==> config.mk <==
export PLATFORM = sky130hd
export DESIGN_NAME = stark_prf
export DESIGN_NICKNAME = d
export VERILOG_FILES = /design/src/common/stark_pkg.sv /design/src/rtl/stark_prf.sv
export VERILOG_INCLUDE_DIRS = /design/src /design/src/common
export SDC_FILE = /design/constraint.sdc
export NUM_CORES = 2
export LEC_CHECK = 0
export BUFFER_PORTS_ARGS = -buffer_cell sky130_fd_sc_hd__clkbuf_2
export CORE_MARGIN = 1
export CORE_UTILIZATION = 65
export DETAILED_ROUTE_END_ITERATION = 8
export PLACE_DENSITY = 0.82
export SLEW_MARGIN = 20
export SYNTH_ARGS = -nofsm -noshare
export SYNTH_HDL_FRONTEND = slang
export SYNTH_SLANG_ARGS = --single-unit
==> constraint.sdc <==
create_clock -name clk_i -period 6.3 [get_ports clk_i]
set_input_delay 1.26 -clock clk_i [delete_from_list [all_inputs] [get_ports clk_i]]
set_output_delay 1.26 -clock clk_i [all_outputs]
set_load 0.01 [all_outputs]
==> src/common/stark_macros.svh <==
// defines for the functional unit count, queue depth, physical register count and value width
`ifndef STARK_MACROS_SVH
`define STARK_MACROS_SVH

// functional units feeding writeback, one result queue each
`define STARK_NUM_FU 3

// entries per result queue, also the credits a producer holds after reset
`define STARK_QUEUE_DEPTH 8

// physical registers behind the writeback bus
`define STARK_NUM_PREG 32

// result value width, a whole number of bytes so each byte gets a lane enable
`define STARK_VALUE_W 64

`endif

==> src/common/stark_pkg.sv <==
// package with register number, tag, checkpoint, lane enable, value and result entry types
`include "stark_macros.svh"

package stark_pkg;

  // physical register number, wide enough to address every physical register
  typedef logic [$clog2(`STARK_NUM_PREG)-1:0] pregno_t;

  typedef logic [4:0] aregno_t;  // architectural register, kept for retirement later on

  typedef logic [7:0] tag_t;  // instruction tag broadcast for wakeup

  typedef logic [1:0] checkpt_ndx_t;  // checkpoint the result belongs to, only carried along

  // one enable per value byte in the low bits, the top bit clears the pending bit
  // all zero means there is no result this cycle
  typedef logic [`STARK_VALUE_W/8:0] lane_we_t;

  typedef logic [`STARK_VALUE_W-1:0] value_t;  // result value

  // one queue entry as it sits in storage and passes through the writeback mux
  typedef struct packed {
    lane_we_t     we;   // byte lanes plus pending clear
    pregno_t      prt;  // destination physical register
    aregno_t      art;  // destination architectural register
    tag_t         tag;  // tag of the producing instruction
    value_t       res;  // result value
    checkpt_ndx_t cp;   // checkpoint index
  } result_t;

endpackage

==> src/rtl/stark_prf.sv <==
// stark_prf, physical register file with byte lane writes, pending bits and one read port
`timescale 1ns/1ps
`include "stark_macros.svh"

module stark_prf #(
  parameter int NUM_FU   = `STARK_NUM_FU,    // units that can mark a register pending
  parameter int NUM_PREG = `STARK_NUM_PREG   // physical registers
) (
  input  logic                            clk_i,
  input  logic                            rst_n_i,        // synchronous, active low
  input  logic                            wb_valid_i,     // writeback bus carries a result
  input  stark_pkg::lane_we_t             wb_we_i,        // byte lanes plus pending clear
  input  stark_pkg::pregno_t              wb_prt_i,
  input  stark_pkg::value_t               wb_res_i,
  input  logic               [NUM_FU-1:0] set_pending_i,  // a unit pushed a pending-clearing result
  input  stark_pkg::pregno_t [NUM_FU-1:0] set_prt_i,      // register each unit is marking
  input  stark_pkg::pregno_t              rd_prt_i,
  output stark_pkg::value_t               rd_data_o,
  output logic                            rd_pending_o
);
  import stark_pkg::*;

  localparam int NUM_BYTES = $bits(value_t) / 8;  // the lane past the last byte is the pending clear

  value_t              regs_q [NUM_PREG];  // register values
  logic [NUM_PREG-1:0] pend_q;             // register still waits for its writeback
  logic [NUM_PREG-1:0] pend_d;

  // byte lane write at the writeback edge
  always_ff @(posedge clk_i) begin
    if (!rst_n_i) begin
      for (int r = 0; r < NUM_PREG; r++) begin
        regs_q[r] <= '0;  // registers read as zero after reset
      end
    end else if (wb_valid_i) begin
      for (int b = 0; b < NUM_BYTES; b++) begin
        if (wb_we_i[b]) begin
          regs_q[wb_prt_i][b*8 +: 8] <= wb_res_i[b*8 +: 8];
        end
      end
    end
  end

  // pending update, writeback clears first so that a same-edge set overrides it
  always_comb begin
    pend_d = pend_q;
    if (wb_valid_i && wb_we_i[NUM_BYTES]) begin
      pend_d[wb_prt_i] = 1'b0;
    end
    for (int u = 0; u < NUM_FU; u++) begin
      if (set_pending_i[u]) begin
        pend_d[set_prt_i[u]] = 1'b1;
      end
    end
  end

  always_ff @(posedge clk_i) begin
    if (!rst_n_i) begin
      pend_q <= '0;
    end else begin
      pend_q <= pend_d;
    end
  end

  // combinational read, a write shows up here the cycle after its edge
  assign rd_data_o    = regs_q[rd_prt_i];
  assign rd_pending_o = pend_q[rd_prt_i];

endmodule

==> impl_metrics.json <==
{
  "grt_pass1_vias": 58400,
  "worst_r2r_startpoint": "pend_q[29]",
  "drive_above_1_share": 0.193,
  "layout_commonest_cell": "and2_1",
  "rows": 140,
  "routedWlPerCell_um": 32.6,
  "met3_length_um": 39900,
  "grt_max_degree": 135,
  "antenna_found_initial": 19,
  "routed_wirelength_um": 284000,
  "path_clk_slew_ps": 60,
  "rrSetupSlack_ps": 5540,
  "netlist_area_mm2": 0.0957,
  "drv_cap": 0,
  "max_slew_margin": 0.159,
  "outcome": "finished clean",
  "synthCells": 6411,
  "wl_met2_um": 130000,
  "dpl.cell_count": 8316,
  "wl_met1_um": 92800,
  "power.density_mw_per_mm2": 292,
  "finalCritPeriodShare": 0.911,
  "synth.distinct_cells": 43,
  "syn-num-nets": 6515,
  "nets": 6708,
  "yosys_warnings": 0,
  "syn_to_final_growth_pct": 10.6,
  "cts_resized": 0,
  "ff_latch_area_mm2": 0.0621,
  "critPathLaunch": "rd_prt_i[0]",
  "fillers": 8533,
  "peakVddDrop_v": 0.000296,
  "clock_path_buffers": 3,
  "finalHoldViolations": 0,
  "critPathRequiredTime_ps": 5040,
  "overflow": 0,
  "tightestPinTransition_ps": 1250,
  "root_buffer": "clkbuf_16",
  "finalClockSkew_ps": 0,
  "stdcell_count": 8705,
  "vias": 60300,
  "antenna_left": 0,
  "setup_viol": 0,
  "leakagePower_nw": 36.7,
  "h-tree-depth": 4,
  "worst-endpoint-arrival_ps": 4480,
  "final_cell_mix": "and2_1 (2054), edfxtp_1 (2048), mux4_2 (455)",
  "multi_input_area_mm2": 0.0311,
  "async_reset_ff_frac": 0,
  "rsz0062_at_grt": "no",
  "globalplace.congestion": 0.960,
  "cts_hold_buf": 0,
  "clk_latency_ps": 870,
  "synthFlopType": "edfxtp_1",
  "highest_layer": "met5",
  "synth-seq-cells": 2080,
  "io_buffer_count": 168,
  "drv_slew": 0,
  "dieArea_mm2": 0.149,
  "post_cts_buffers": 0,
  "synth_edf_count": 2048,
  "grtUsageTotal": 0.384,
  "die-width_um": 386,
  "critPathKind": "input port to output pin",
  "initial_utilization": 0.656,
  "numCtsBuffers": 202,
  "dr.pass1.iters": 6,
  "drc_errors": 0,
  "cp-start-kind": "input port",
  "hp-class": "flop to flop",
  "setup_tns_ps": 0,
  "cts_tree": "done",
  "syn_avg_cell_area_um2": 14.9,
  "cts.sinks": 2080,
  "clock.fmax_mhz": 174,
  "hp-start": "pend_q[22]",
  "io_pins": 169,
  "grt_pass1_wl_um": 406000,
  "viasPerCell": 6.93,
  "total_power_mw": 30.9,
  "period_needed_ps": 5740,
  "dpl.hpwl_um": 182000,
  "end_kind": "output pin",
  "ys_seq_area_frac": 0.650,
  "cp_max_fo": 63,
  "drt-initial-drc-count": 9847,
  "die_h_um": 386,
  "coreArea_mm2": 0.146
}
==> logic make-up after synthesis <==
group	synth area share
compound gates	0.0391
buf+inv	0.0267
flops	0.650
mux	0.124
simple gates	0.161
==> Yosys cell counts, types with 28 or more instances <==
cell,number,area share
buf_4,39,0.0031
nand2_1,103,0.0040
dfxtp_1,32,0.0067
mux2i_1,123,0.013
and2_1,2055,0.13
o21ai_0,288,0.015
o22ai_1,177,0.012
nor2b_1,30,0.0020
edfxtp_1,2048,0.64
a22oi_1,94,0.0074
clkbuf_1,329,0.013
buf_2,77,0.0040
mux4_2,455,0.11
buf_6,28,0.0033
a31oi_1,32,0.0021
nor2_1,270,0.011
nor4_1,53,0.0035
==> layer usage <==
metal	GRT usage	vias to the layer above
met4	0.244	12
li1	-	24300
met2	0.581	5215
met3	0.103	959
met1	0.499	29900
met5	0.00422	-
==> worst max-delay path, cell delays in order <==
cell and delay [ps]:
buf_8 530, buf_12 400, mux4_2 550, mux2_2 360, nor3_1 660, nor4_1 270
clkbuf_2 200
==> state kept, by name, indices dropped and copies added, names as in the netlist <==
signal	count
pend_q	32
regs_q	2048
==> report_power, final <==
part	switching (mW)	leakage, nW	internal, mW
Sequential	0.244	19.7	15.9
Combinational	1.65	13.7	0.883
Clock	5.40	3.25	6.83
==> through the flow <==
stage	instance area [µm²]	hold slack (ps)	worst slack, ps	utilization
2_1_floorplan	95700	467	2370	-
3_3_place_gp	99100	490	777	0.679
3_5_place_dp	99100	492	803	0.679
4_1_cts	106000	504	812	0.725
5_1_grt	106000	524	625	0.725
6_report	106000	506	561	0.725
==> layout make-up <==
| type | instances | share of cell area |
|---|---|---|
| antenna | 16 | 0.000378 |
| clock buffer | 247 | 0.0504 |
| clock inverter | 125 | 0.0123 |
| inverter | 1 | 0.0000355 |
| multi-input combinational | 3832 | 0.294 |
| sequential | 2080 | 0.587 |
| tap | 1917 | 0.0227 |
| timing repair buffer | 487 | 0.0332 |
==> worst paths after layout <==
check             endpoint  cells after the start
max          rd_data_o[16]                      7
max reg2reg     pend_q[29]                      2
min reg2reg     pend_q[22]                      2
min             pend_q[22]                      2
Note: power is estimated with default switching activity, not from simulation.
