### config.mk
export PLATFORM = sky130hd
export DESIGN_NAME = stark_wb_arbiter
export DESIGN_NICKNAME = d
export VERILOG_FILES = /design/src/common/stark_pkg.sv /design/src/rtl/stark_wb_arbiter.sv
export VERILOG_INCLUDE_DIRS = /design/src /design/src/common
export SDC_FILE = /design/constraint.sdc
export NUM_CORES = 1
export LEC_CHECK = 0
export ABC_AREA = 0
export BUFFER_PORTS_ARGS = -buffer_cell sky130_fd_sc_hd__buf_2
export CAP_MARGIN = 40
export CORE_AREA = 2 2 141 143
export CTS_BUF_LIST = sky130_fd_sc_hd__clkbuf_4 sky130_fd_sc_hd__clkbuf_8
export CTS_CLUSTER_DIAMETER = 50
export DETAILED_ROUTE_END_ITERATION = 6
export DIE_AREA = 0 0 143 145
export PLACE_DENSITY = 0.51
export SLEW_MARGIN = 25
export SYNTH_ARGS = -nofsm -noshare
export SYNTH_HDL_FRONTEND = slang
export SYNTH_SLANG_ARGS = --single-unit
### constraint.sdc
create_clock -name clk_i -period 7.64 [get_ports clk_i]
set_input_delay 1.528 -clock clk_i [delete_from_list [all_inputs] [get_ports clk_i]]
set_output_delay 1.528 -clock clk_i [all_outputs]
set_load 0.05 [all_outputs]
### src/common/stark_macros.svh
// defines for the functional unit count, queue depth, physical register count and value width
`ifndef STARK_MACROS_SVH
`define STARK_MACROS_SVH

// functional units feeding writeback, one result queue each
`define STARK_NUM_FU 3

// entries per result queue, also the credits a producer holds after reset
`define STARK_QUEUE_DEPTH 8

// physical registers behind the writeback bus
`define STARK_NUM_PREG 32

// result value width, a whole number of bytes so each byte gets a lane enable
`define STARK_VALUE_W 64

`endif

### src/common/stark_pkg.sv
// package with register number, tag, checkpoint, lane enable, value and result entry types
`include "stark_macros.svh"

package stark_pkg;

  // physical register number, wide enough to address every physical register
  typedef logic [$clog2(`STARK_NUM_PREG)-1:0] pregno_t;

  typedef logic [4:0] aregno_t;  // architectural register, kept for retirement later on

  typedef logic [7:0] tag_t;  // instruction tag broadcast for wakeup

  typedef logic [1:0] checkpt_ndx_t;  // checkpoint the result belongs to, only carried along

  // one enable per value byte in the low bits, the top bit clears the pending bit
  // all zero means there is no result this cycle
  typedef logic [`STARK_VALUE_W/8:0] lane_we_t;

  typedef logic [`STARK_VALUE_W-1:0] value_t;  // result value

  // one queue entry as it sits in storage and passes through the writeback mux
  typedef struct packed {
    lane_we_t     we;   // byte lanes plus pending clear
    pregno_t      prt;  // destination physical register
    aregno_t      art;  // destination architectural register
    tag_t         tag;  // tag of the producing instruction
    value_t       res;  // result value
    checkpt_ndx_t cp;   // checkpoint index
  } result_t;

endpackage

### src/rtl/stark_wb_arbiter.sv
// stark_wb_arbiter, round-robin pick among queue heads that drives the writeback bus
`timescale 1ns/1ps
`include "stark_macros.svh"

module stark_wb_arbiter #(
  parameter int NUM_FU = `STARK_NUM_FU  // queues competing for the bus
) (
  input  logic                                 clk_i,
  input  logic                                 rst_n_i,       // synchronous, active low
  input  logic                    [NUM_FU-1:0] head_valid_i,  // one bit per queue head
  input  stark_pkg::lane_we_t     [NUM_FU-1:0] head_we_i,
  input  stark_pkg::pregno_t      [NUM_FU-1:0] head_prt_i,
  input  stark_pkg::tag_t         [NUM_FU-1:0] head_tag_i,
  input  stark_pkg::value_t       [NUM_FU-1:0] head_res_i,
  input  stark_pkg::checkpt_ndx_t [NUM_FU-1:0] head_cp_i,
  output logic                    [NUM_FU-1:0] pop_o,         // winner's head leaves at the edge
  output logic                                 wb_valid_o,    // bus holds a result this cycle
  output stark_pkg::lane_we_t                  wb_we_o,
  output stark_pkg::pregno_t                   wb_prt_o,
  output stark_pkg::tag_t                      wb_tag_o,
  output stark_pkg::value_t                    wb_res_o,
  output stark_pkg::checkpt_ndx_t              wb_cp_o
);
  import stark_pkg::*;

  localparam int IDX_W = (NUM_FU > 1) ? $clog2(NUM_FU) : 1;

  logic [IDX_W-1:0] prio_q;   // unit searched first, the one after the last winner
  logic [IDX_W-1:0] gnt_idx;  // winning unit
  logic             found;    // some head is valid
  result_t          win;      // winning head as one entry

  // rotating search starting at prio_q, first valid head wins
  always_comb begin : search
    int idx;
    found   = 1'b0;
    gnt_idx = prio_q;
    for (int k = 0; k < NUM_FU; k++) begin
      idx = int'(prio_q) + k;
      if (idx >= NUM_FU) begin
        idx = idx - NUM_FU;  // wrap back to unit 0
      end
      if (!found && head_valid_i[idx]) begin
        found   = 1'b1;
        gnt_idx = IDX_W'(idx);
      end
    end
  end

  // single pop toward the winning queue only
  always_comb begin : pop_decode
    pop_o = '0;
    if (found) begin
      pop_o[gnt_idx] = 1'b1;
    end
  end

  // head mux, the architectural register stays in the queue and rides as zero here
  always_comb begin : bus_mux
    win     = '0;
    win.we  = head_we_i[gnt_idx];
    win.prt = head_prt_i[gnt_idx];
    win.tag = head_tag_i[gnt_idx];
    win.res = head_res_i[gnt_idx];
    win.cp  = head_cp_i[gnt_idx];
  end

  assign wb_valid_o = found;
  assign wb_we_o    = win.we;   // muxed fields pass through when the bus is idle, valid says so
  assign wb_prt_o   = win.prt;
  assign wb_tag_o   = win.tag;
  assign wb_res_o   = win.res;
  assign wb_cp_o    = win.cp;

  // priority moves past the winner, an idle cycle keeps it where it is
  always_ff @(posedge clk_i) begin
    if (!rst_n_i) begin
      prio_q <= '0;
    end else if (found) begin
      prio_q <= (gnt_idx == IDX_W'(NUM_FU - 1)) ? '0 : gnt_idx + 1'b1;
    end
  end

endmodule

==> impl_results.md <==
* Critical Setup Path Class: in2out
* Wirelength per Cell at 15.5 um
* Seq/Total Area, Yosys at 0.0197
* Die area at 0.0207 mm2
* WHS Path Cells at 2
* TritonCTS Buffers at 3
* Number of nets in the layout at 871
* Largest net degree at the start of global routing at 92
* Post-CTS setup buffer count at 0
* Initial Util at 0.106
* Max_slew headroom at 0.470
* Hold_buf cts at 0
* YS warnings at 0
* Initial antenna violation count at 2
* Crit-path max FO at 42
* Worst-skew pair later-pin latency at 0.21 ns
* Gpl congestion at 0.855
* Std-Cell Core Area at 0.0192 mm2
* Vias in the first global route at 3600
* DRT iter0 DRCs at 188
* #FFs+latches synth at 2
* Dpl hpwl at 10.5 mm
* Total clock sinks at 2
* Final Instance Area at 0.00416 mm2
* Max FFs per register at 2
* Synthesized area at 0.00203 mm2
* H-tree levels at 1
* Syn Inst Count at 265
* Layout cells sized above 1 at 0.634
* RSZ-0062 raised after global routing: no
* Post-synth top area cell: a221o_1
* CTS Buffer Depth at 2
* Post-CTS Resized at 0
* GR Overflow Total at 0
* Syn Nets at 538
* TNS Setup at 0 ns
* Via count at 3774
* Hold Path Class: reg2reg
* Cell area after placement at 0.00409 mm2
* Status: finished clean
* Finished Layout Cells at 862
* Mean Syn Cell Area at 7.67 um2
* Top Registers: prio_q (2)
* Fillers at 2151
* CTS tree: done
* Die Ht at 145 um
* Clock slew at reported path FFs at 0.03 ns
* Number of instances in the placed design at 857
* Synth area leaders: a221o_1, and3_1, buf_2
* Final Hold Vio Count at 0
* Required time of the critical path at 6.11 ns
* FP Rows at 51
* Minimum clock period at 5.46 ns
* Worst Reg-to-Reg Cells at 9
* CP Launch Type: primary input
* Clock skew at 0.000768 ns
* IO Count at 361
* Post-route ant nets at 0
* Crit path DAT at 3.93 ns
* Clock root cell: clkbuf_8
* DRC viols at 0
* GR Util All Layers at 0.114
* Width of the die at 143 um
* Maxcap violations at 0
* Vias per cell at 4.38
* Most flops, register: prio_q
* Crit share post-route at 0.715
* Crit. End Element: primary output
* Routed wire length at 13.3 mm
* Synth-to-Final Area Change at 105%
* Slew Limit Fails at 0
* Max Freq at 183 MHz
* First-pass GRT wire length at 18.9 mm
* Synth cell types at 34
* Area fraction of the dominant cell type after synthesis at 0.433
* Slew @ Worst Pin at 0.795 ns
* Drt pass-1 iters at 5
* IO Port Bufs at 360
* Setup violations, final at 0
## per-stage QoR
step | setup slack (ns) | hold slack (ns) | utilization
6_report | 2.18 | 0.485 | 0.217
5_1_grt | 2.01 | 0.518 | 0.217
4_1_cts | 2.11 | 0.491 | 0.215
3_5_place_dp | 2.13 | 0.488 | 0.213
3_3_place_gp | 1.74 | 0.484 | 0.210
2_1_floorplan | 2.52 | 0.464 | -
## cells in the final DEF (no fill, tap or decap), drive strengths merged, types with 3 or more instances in the layout
master,Yosys,layout
buf,21,367
and3,90,90
a221o,88,88
inv,5,5
nand2,5,5
ha,4,4
mux2i,3,3
nand3b,3,3
clkbuf,18,3
nor2,3,3
## worst max-delay path, cell delays in order
cell and delay [ns]:
buf_2 0.12, mux2i_1 0.19, o21ai_1 0.12, o211ai_1 0.38, a2bb2oi_2 0.15, nor2_4 0.58, buf_12 0.29, a221o_1 0.25
buf_2 0.29
## final timing paths
| kind | start | endpoint | slack [ns] |
|---|---|---|---|
| worst min register to register | prio_q[1]$_SDFFE_PN0P_ | prio_q[1]$_SDFFE_PN0P_ | 0.48 |
| worst max register to register | prio_q[0]$_SDFFE_PN0P_ | prio_q[0]$_SDFFE_PN0P_ | 4.74 |
| worst max-delay path | head_valid_i[1] | wb_res_o[44] | 2.18 |
| worst min-delay path | prio_q[1]$_SDFFE_PN0P_ | prio_q[1]$_SDFFE_PN0P_ | 0.48 |
## synthesized netlist by cell type
cell	n
a21boi_1	1
a21oi_1	2
a221o_1	88
a2bb2oi_2	1
a41oi_2	1
and2_1	1
and3_1	90
buf_2	16
buf_4	2
buf_6	3
clkbuf_1	18
dfxtp_1	2
ha_1	4
inv_1	5
mux2_2	1
mux2i_1	3
nand2_1	5
nand2b_1	1
nand3_1	1
nand3_2	1
nand3b_1	3
nor2_1	1
nor2_2	2
nor3_1	2
o211ai_1	1
o21a_1	2
o21ai_1	1
o21bai_1	1
o221ai_1	1
o22ai_1	1
o22ai_4	1
o2bb2ai_2	1
o31ai_1	1
or2_1	1
## layer usage
layer | wire length (um) | vias up | track usage
met5 | 13 | - | 0
met4 | 112 | 2 | 0.0233
met3 | 1210 | 10 | 0.0191
met2 | 6810 | 241 | 0.218
met1 | 5210 | 1712 | 0.129
li1 | - | 1809 | -
## cell families after synthesis
family | after synthesis | synth area share
buffers and inverters | 44 | 0.106
muxes | 4 | 0.0203
adders and majority gates | 4 | 0.0246
DFF | 2 | 0.0197
and+or+nand+nor | 108 | 0.327
AOI/OAI and AO/OA | 103 | 0.503
## area by class of cell
class	count	area, um2	area share
diodes	1	2.50	0.000601
well taps	265	332	0.0797
repair buffers	367	1930	0.463
clock buffers	3	41.3	0.00992
flip-flops and latches	2	40.0	0.00962
multi-input cells	219	1800	0.433
inverters	5	18.8	0.00451
Power is left out: the tool's default activity adds up to more than one toggle a clock period on the data nets, which glitch-free logic cannot reach.
