$ cat src/common/stark_macros.svh
// defines for the functional unit count, queue depth, physical register count and value width
`ifndef STARK_MACROS_SVH
`define STARK_MACROS_SVH

// functional units feeding writeback, one result queue each
`define STARK_NUM_FU 3

// entries per result queue, also the credits a producer holds after reset
`define STARK_QUEUE_DEPTH 8

// physical registers behind the writeback bus
`define STARK_NUM_PREG 32

// result value width, a whole number of bytes so each byte gets a lane enable
`define STARK_VALUE_W 64

`endif

$ cat src/common/stark_pkg.sv
// package with register number, tag, checkpoint, lane enable, value and result entry types
`include "stark_macros.svh"

package stark_pkg;

  // physical register number, wide enough to address every physical register
  typedef logic [$clog2(`STARK_NUM_PREG)-1:0] pregno_t;

  typedef logic [4:0] aregno_t;  // architectural register, kept for retirement later on

  typedef logic [7:0] tag_t;  // instruction tag broadcast for wakeup

  typedef logic [1:0] checkpt_ndx_t;  // checkpoint the result belongs to, only carried along

  // one enable per value byte in the low bits, the top bit clears the pending bit
  // all zero means there is no result this cycle
  typedef logic [`STARK_VALUE_W/8:0] lane_we_t;

  typedef logic [`STARK_VALUE_W-1:0] value_t;  // result value

  // one queue entry as it sits in storage and passes through the writeback mux
  typedef struct packed {
    lane_we_t     we;   // byte lanes plus pending clear
    pregno_t      prt;  // destination physical register
    aregno_t      art;  // destination architectural register
    tag_t         tag;  // tag of the producing instruction
    value_t       res;  // result value
    checkpt_ndx_t cp;   // checkpoint index
  } result_t;

endpackage

$ cat src/result_queue/stark_result_queue.sv
// stark_result_queue, a credit-returning first-word-fall-through result FIFO for one unit
`timescale 1ns/1ps
`include "stark_macros.svh"

module stark_result_queue #(
  parameter int DEPTH = `STARK_QUEUE_DEPTH  // entries, equal to the producer's starting credits
) (
  input  logic                    clk_i,
  input  logic                    rst_n_i,       // synchronous, active low
  input  stark_pkg::lane_we_t     we_i,          // any nonzero lane enable is a push
  input  stark_pkg::pregno_t      prt_i,
  input  stark_pkg::aregno_t      art_i,
  input  stark_pkg::tag_t         tag_i,
  input  stark_pkg::value_t       res_i,
  input  stark_pkg::checkpt_ndx_t cp_i,
  output logic                    credit_o,      // one cycle pulse per entry that left
  output logic                    head_valid_o,  // head fields below hold a real entry
  output stark_pkg::lane_we_t     head_we_o,
  output stark_pkg::pregno_t      head_prt_o,
  output stark_pkg::aregno_t      head_art_o,
  output stark_pkg::tag_t         head_tag_o,
  output stark_pkg::value_t       head_res_o,
  output stark_pkg::checkpt_ndx_t head_cp_o,
  input  logic                    pop_i          // arbiter took the head this cycle
);
  import stark_pkg::*;

  localparam int PTR_W = (DEPTH > 1) ? $clog2(DEPTH) : 1;
  localparam int CNT_W = $clog2(DEPTH + 1);  // count must reach DEPTH itself

  result_t          mem_q [DEPTH];  // circular entry storage
  logic [PTR_W-1:0] wr_ptr_q;       // next slot to fill
  logic [PTR_W-1:0] rd_ptr_q;       // slot shown at the head
  logic [CNT_W-1:0] count_q;        // entries held
  logic             push;
  logic             pop;
  result_t          head;

  // advance a pointer with wraparound, depth need not be a power of two
  function automatic logic [PTR_W-1:0] next_ptr(input logic [PTR_W-1:0] ptr);
    return (ptr == PTR_W'(DEPTH - 1)) ? '0 : ptr + 1'b1;
  endfunction

  assign push = |we_i;                 // credits keep the producer off a full queue
  assign pop  = pop_i & head_valid_o;  // a pop of an empty queue is ignored

  // entry storage, written in the push cycle so the head shows it right after the edge
  always_ff @(posedge clk_i) begin
    if (push) begin
      mem_q[wr_ptr_q] <= {we_i, prt_i, art_i, tag_i, res_i, cp_i};  // same order as result_t
    end
  end

  // pointers, occupancy and the credit return flop
  always_ff @(posedge clk_i) begin
    if (!rst_n_i) begin
      wr_ptr_q <= '0;
      rd_ptr_q <= '0;
      count_q  <= '0;
      credit_o <= 1'b0;
    end else begin
      if (push) begin
        wr_ptr_q <= next_ptr(wr_ptr_q);
      end
      if (pop) begin
        rd_ptr_q <= next_ptr(rd_ptr_q);
      end
      case ({push, pop})
        2'b10:   count_q <= count_q + 1'b1;
        2'b01:   count_q <= count_q - 1'b1;
        default: count_q <= count_q;  // both or neither leave the count alone
      endcase
      credit_o <= pop;  // freed slot goes back to the producer in the next cycle
    end
  end

  // fall-through head read straight out of storage
  assign head         = mem_q[rd_ptr_q];
  assign head_valid_o = (count_q != '0);
  assign head_we_o    = head.we;
  assign head_prt_o   = head.prt;
  assign head_art_o   = head.art;
  assign head_tag_o   = head.tag;
  assign head_res_o   = head.res;
  assign head_cp_o    = head.cp;

endmodule

$ cat config.mk
export PLATFORM = sky130hd
export DESIGN_NAME = stark_result_queue
export DESIGN_NICKNAME = d
export VERILOG_FILES = /design/src/common/stark_pkg.sv /design/src/result_queue/stark_result_queue.sv
export VERILOG_INCLUDE_DIRS = /design/src /design/src/common
export SDC_FILE = /design/constraint.sdc
export NUM_CORES = 1
export LEC_CHECK = 0
export ABC_AREA = 1
export BUFFER_PORTS_ARGS = -buffer_cell sky130_fd_sc_hd__clkbuf_2
export CORE_ASPECT_RATIO = 0.8
export CORE_MARGIN = 2
export CORE_UTILIZATION = 41
export CTS_BUF_LIST = sky130_fd_sc_hd__clkbuf_16
export CTS_CLUSTER_SIZE = 40
export DETAILED_ROUTE_END_ITERATION = 12
export HOLD_SLACK_MARGIN = 0.08
export MAX_ROUTING_LAYER = met4
export SLEW_MARGIN = 20
export SYNTH_ARGS = -nofsm -noshare
export SYNTH_HDL_FRONTEND = slang
export SYNTH_SLANG_ARGS = --single-unit
$ cat constraint.sdc
create_clock -name clk_i -period 9.7 [get_ports clk_i]
set_input_delay 2.425 -clock clk_i [delete_from_list [all_inputs] [get_ports clk_i]]
set_output_delay 2.425 -clock clk_i [all_outputs]
set_load 0.02 [all_outputs]
==> flow_summary.rst <==
.. list-table::
   :header-rows: 1

   * - Metric
     - Value
   * - Status
     - finished clean
   * - Top-count cell post-synth
     - sky130_fd_sc_hd__edfxtp_1
   * - Data required, critical path
     - 7.28 ns
   * - # DRC
     - 0
   * - Detailed Route WL
     - 67,100 µm
   * - Number of distinct library cells after synthesis
     - 24
   * - Post-cts resize count
     - 0
   * - Syn Inst Count
     - 2,190
   * - Synth area leaders
     - sky130_fd_sc_hd__edfxtp_1 75%, sky130_fd_sc_hd__nor2_1 5.1%, sky130_fd_sc_hd__nand2_1 3.8%
   * - Area growth from synthesis to layout
     - 14.2%
   * - VDD IR max
     - 124 µV
   * - Core occupancy in the finished layout
     - 0.471
   * - Number of rows in the core area
     - 88
   * - Arrival time at the worst endpoint
     - 3.94 ns
   * - Hold WS
     - 0.498 ns
   * - Fill cell count
     - 6,245
   * - Total standard cell area after synthesis
     - 29,600 µm²
   * - Reg2Reg Launch Point
     - wr_ptr_q[0]
   * - Final setup violation count
     - 0
   * - Slack of the worst reg-to-reg path
     - 6.95 ns
   * - Synth top cells by count
     - 744 x sky130_fd_sc_hd__edfxtp_1, 399 x sky130_fd_sc_hd__nor2_1, 296 x sky130_fd_sc_hd__nand2_1, 211 x sky130_fd_sc_hd__o21ai_0, 169 x sky130_fd_sc_hd__o21ai_1
   * - Combinational share of power
     - 0.200
   * - Tightest slew margin relative to the limit
     - 0.269
   * - Kind of critical path
     - reg2out
   * - Horizontal die dimension
     - 304 µm
   * - Hold buffer count at CTS
     - 0
   * - TritonCTS Buffers
     - 78
   * - Routed vias
     - 17,400
   * - Clock slew at reported path FFs
     - 0.06 ns
   * - Post-CTS Setup Bufs
     - 0
   * - Capturing instance or port of the critical path
     - head_tag_o[4]
   * - Ys flop type
     - sky130_fd_sc_hd__edfxtp_1
   * - Layout cells sized above 1
     - 0.138
   * - I/O pin count
     - 191
   * - Vert. Die Dim
     - 244 µm
   * - Initial antenna violation count
     - 8
   * - H-tree depth
     - 3
   * - Largest net degree at the start of global routing
     - 189
   * - Placer congestion estimate
     - 0.743
   * - EDFF count, synth
     - 744
   * - Share of flip-flops with an asynchronous set or reset after synthesis
     - 0
   * - Sequential cell fraction of total power
     - 0.458
   * - Cell-internal power
     - 5980 µW
   * - Die area
     - 74,400 µm²
   * - Number of design-rule violations left by the first detailed-router iteration
     - 1,291
   * - Switching Fraction
     - 0.293
   * - Cell at the root of the clock tree
     - sky130_fd_sc_hd__clkbuf_16
   * - Biggest area consumer among synthesized cells
     - sky130_fd_sc_hd__edfxtp_1
   * - Power after layout
     - 8460 µW
   * - Sort of element at the end of the critical path
     - output pin
   * - Setup Skew
     - 0.0135 ns
   * - Final nets
     - 2,456
   * - CTS tree
     - done
   * - Worst r2r path cells
     - 4
   * - Aggregate global-route resource usage
     - 0.183
   * - Number of max-cap violations
     - 0
   * - Ratio of final minimum period to clock period
     - 0.656
   * - Routed via count divided by cell count
     - 5.17
   * - Synthesis Warnings
     - 0
   * - Initial standard-cell utilization of the core
     - 0.413
   * - Critical register-to-register path endpoint
     - mem_q[4][36]
   * - Leakage component of the power
     - 0.0118 µW
   * - Count of final max-slew check failures
     - 0
   * - Post-Route Setup TNS
     - 0 ns
   * - Remaining global-route overflow
     - 0
   * - Max Clk Rate
     - 157 MHz
   * - Sw power
     - 2480 µW
   * - Power density over the cells
     - 250 nW/µm²
   * - Number of global-route vias before repair
     - 17,100
   * - Area share of the leading cell type in the synthesized netlist
     - 0.754
   * - Average detailed-routed wire length per instance
     - 19.9 µm
   * - Number of search-and-repair iterations in the first detailed-routing pass
     - 5
   * - Sequential fraction of the synthesis area
     - 0.764
   * - Setup repair after global routing missed its margin
     - no
   * - Worst setup SP type
     - flop
   * - Maximum count of clock buffers along a single path
     - 3
   * - Clock insertion delay at the later pin of the skew report
     - 0.60 ns
   * - Total number of clock tree sinks
     - 758
   * - Remaining number of nets flagged by the antenna check after routing
     - 0
   * - Worst Tran Pin Value
     - 1.10 ns
   * - Syn Nets
     - 2,293
   * - Min Tclk post-route
     - 6.37 ns
   * - Core Area
     - 71,800 µm²
   * - Half-perimeter wire length after detailed placement
     - 32,600 µm
   * - First-pass GRT wire length
     - 101,000 µm
   * - IO buf count
     - 190
   * - Largest fanout on the critical path
     - 85
   * - Register bit count reported by yosys
     - 758
   * - Class of the tightest hold or removal check
     - reg2reg
   * - Count of final hold-check violations
     - 0
   * - Clock share of power
     - 0.342
   * - Average footprint of a synthesized cell
     - 13.5 µm²
layer usage:
metal,vias up,wire length [µm],global-route usage
met5,-,0,-
met4,0,1340,0.0523
met3,97,4030,0.0373
met2,445,31900,0.294
met1,8577,29800,0.239
li1,8298,-,-
power groups by stage:
| stage | clock (µW) | sequential (µW) | combinational [µW] |
|---|---|---|---|
| finish | 2900 | 3870 | 1690 |
| global route | 3080 | 3890 | 1870 |
| CTS | 2960 | 3880 | 1720 |
| detailed placement | 0 | 3950 | 1710 |
| global placement | 0 | 3940 | 1680 |
| floorplan | 0 | 3900 | 1200 |
area by class of cell:
cell class	instances	area, µm²	area share
Sequential cell	758	22600	0.669
Clock buffer	81	2030	0.0599
Clock inverter	59	463	0.0137
Inverter	17	76.3	0.00226
Timing Repair Buffer	215	1160	0.0344
Multi-Input combinational cell	1283	6260	0.185
Antenna cell	8	20.0	0.000592
Tap cell	945	1180	0.0350
cells in the final DEF, fill, tap and decap left out:
| master | netlist | final |
|---|---|---|
| sky130_fd_sc_hd__a21oi_1 | 5 | 5 |
| sky130_fd_sc_hd__mux2i_1 | 93 | 93 |
| sky130_fd_sc_hd__nor2_4 | 0 | 8 |
| sky130_fd_sc_hd__clkbuf_16 | 0 | 81 |
| sky130_fd_sc_hd__inv_6 | 0 | 1 |
| sky130_fd_sc_hd__clkinvlp_4 | 0 | 5 |
| sky130_fd_sc_hd__nor2_1 | 399 | 391 |
| sky130_fd_sc_hd__clkinv_2 | 0 | 10 |
| sky130_fd_sc_hd__buf_12 | 0 | 2 |
| sky130_fd_sc_hd__xnor2_1 | 2 | 2 |
| sky130_fd_sc_hd__nor3_2 | 1 | 1 |
| sky130_fd_sc_hd__dfxtp_1 | 14 | 11 |
| sky130_fd_sc_hd__o21ai_0 | 211 | 211 |
| sky130_fd_sc_hd__dfxtp_4 | 0 | 3 |
| sky130_fd_sc_hd__clkinv_1 | 0 | 15 |
| sky130_fd_sc_hd__o21ai_1 | 169 | 169 |
| sky130_fd_sc_hd__or2_2 | 1 | 1 |
| sky130_fd_sc_hd__inv_8 | 0 | 1 |
| sky130_fd_sc_hd__ha_1 | 7 | 7 |
| sky130_fd_sc_hd__nand2_1 | 296 | 296 |
| sky130_fd_sc_hd__edfxtp_1 | 744 | 744 |
| sky130_fd_sc_hd__inv_1 | 16 | 36 |
| sky130_fd_sc_hd__nand3b_1 | 1 | 1 |
| sky130_fd_sc_hd__diode_2 | 0 | 8 |
| sky130_fd_sc_hd__o22ai_1 | 93 | 93 |
| sky130_fd_sc_hd__clkbuf_2 | 0 | 190 |
| sky130_fd_sc_hd__nand4_1 | 1 | 1 |
| sky130_fd_sc_hd__bufinv_16 | 0 | 8 |
| sky130_fd_sc_hd__nand3_1 | 4 | 4 |
| sky130_fd_sc_hd__buf_4 | 4 | 23 |
cell families after synthesis:
kind of cell | synth area share
AOI/OAI and AO/OA | 0.0847
xor gates and xnor gates | 0.000592
adders and majority gates | 0.00296
buffers and inverters | 0.0266
DFF | 0.764
muxes | 0.0314
and+or+nand+nor | 0.0898
worst max-delay path: stages, from the launching register on:
cell                       delay, ns
sky130_fd_sc_hd__dfxtp_4        0.77
sky130_fd_sc_hd__buf_4          0.71
sky130_fd_sc_hd__buf_4          0.89
sky130_fd_sc_hd__o21ai_0        0.23
sky130_fd_sc_hd__o22ai_1        0.24
sky130_fd_sc_hd__nand2_1        0.07
sky130_fd_sc_hd__nand2_1        0.18
sky130_fd_sc_hd__clkbuf_2       0.20
flip-flops by register name (all words and copies together), names as in the netlist, named ones only:
name / count
wr_ptr_q: 3
rd_ptr_q: 3
count_q: 4
mem_q: 744
credit_o: 1
through the flow:
step	cell area, µm²	std cells	setup slack (ns)
after floorplan	29600	2190	2.38
after global placement	31300	3218	3.97
after detailed placement	31300	3218	3.93
after CTS	33800	3358	3.27
after global routing	33800	3366	3.04
final	33800	3366	3.33
worst min-delay path by stage:
stage | from | cells after the start | slack, ns | end
after global routing | rd_ptr_q[1] | 2 | 0.54 | flop
after CTS | rd_ptr_q[2] | 2 | 0.50 | flop
after floorplan | rd_ptr_q[1] | 2 | 0.47 | flop
final | rd_ptr_q[1] | 2 | 0.50 | flop
after global placement | rd_ptr_q[2] | 2 | 0.48 | flop
after detailed placement | rd_ptr_q[1] | 2 | 0.49 | flop
No activity file was read; power rests on OpenSTA's default activity.
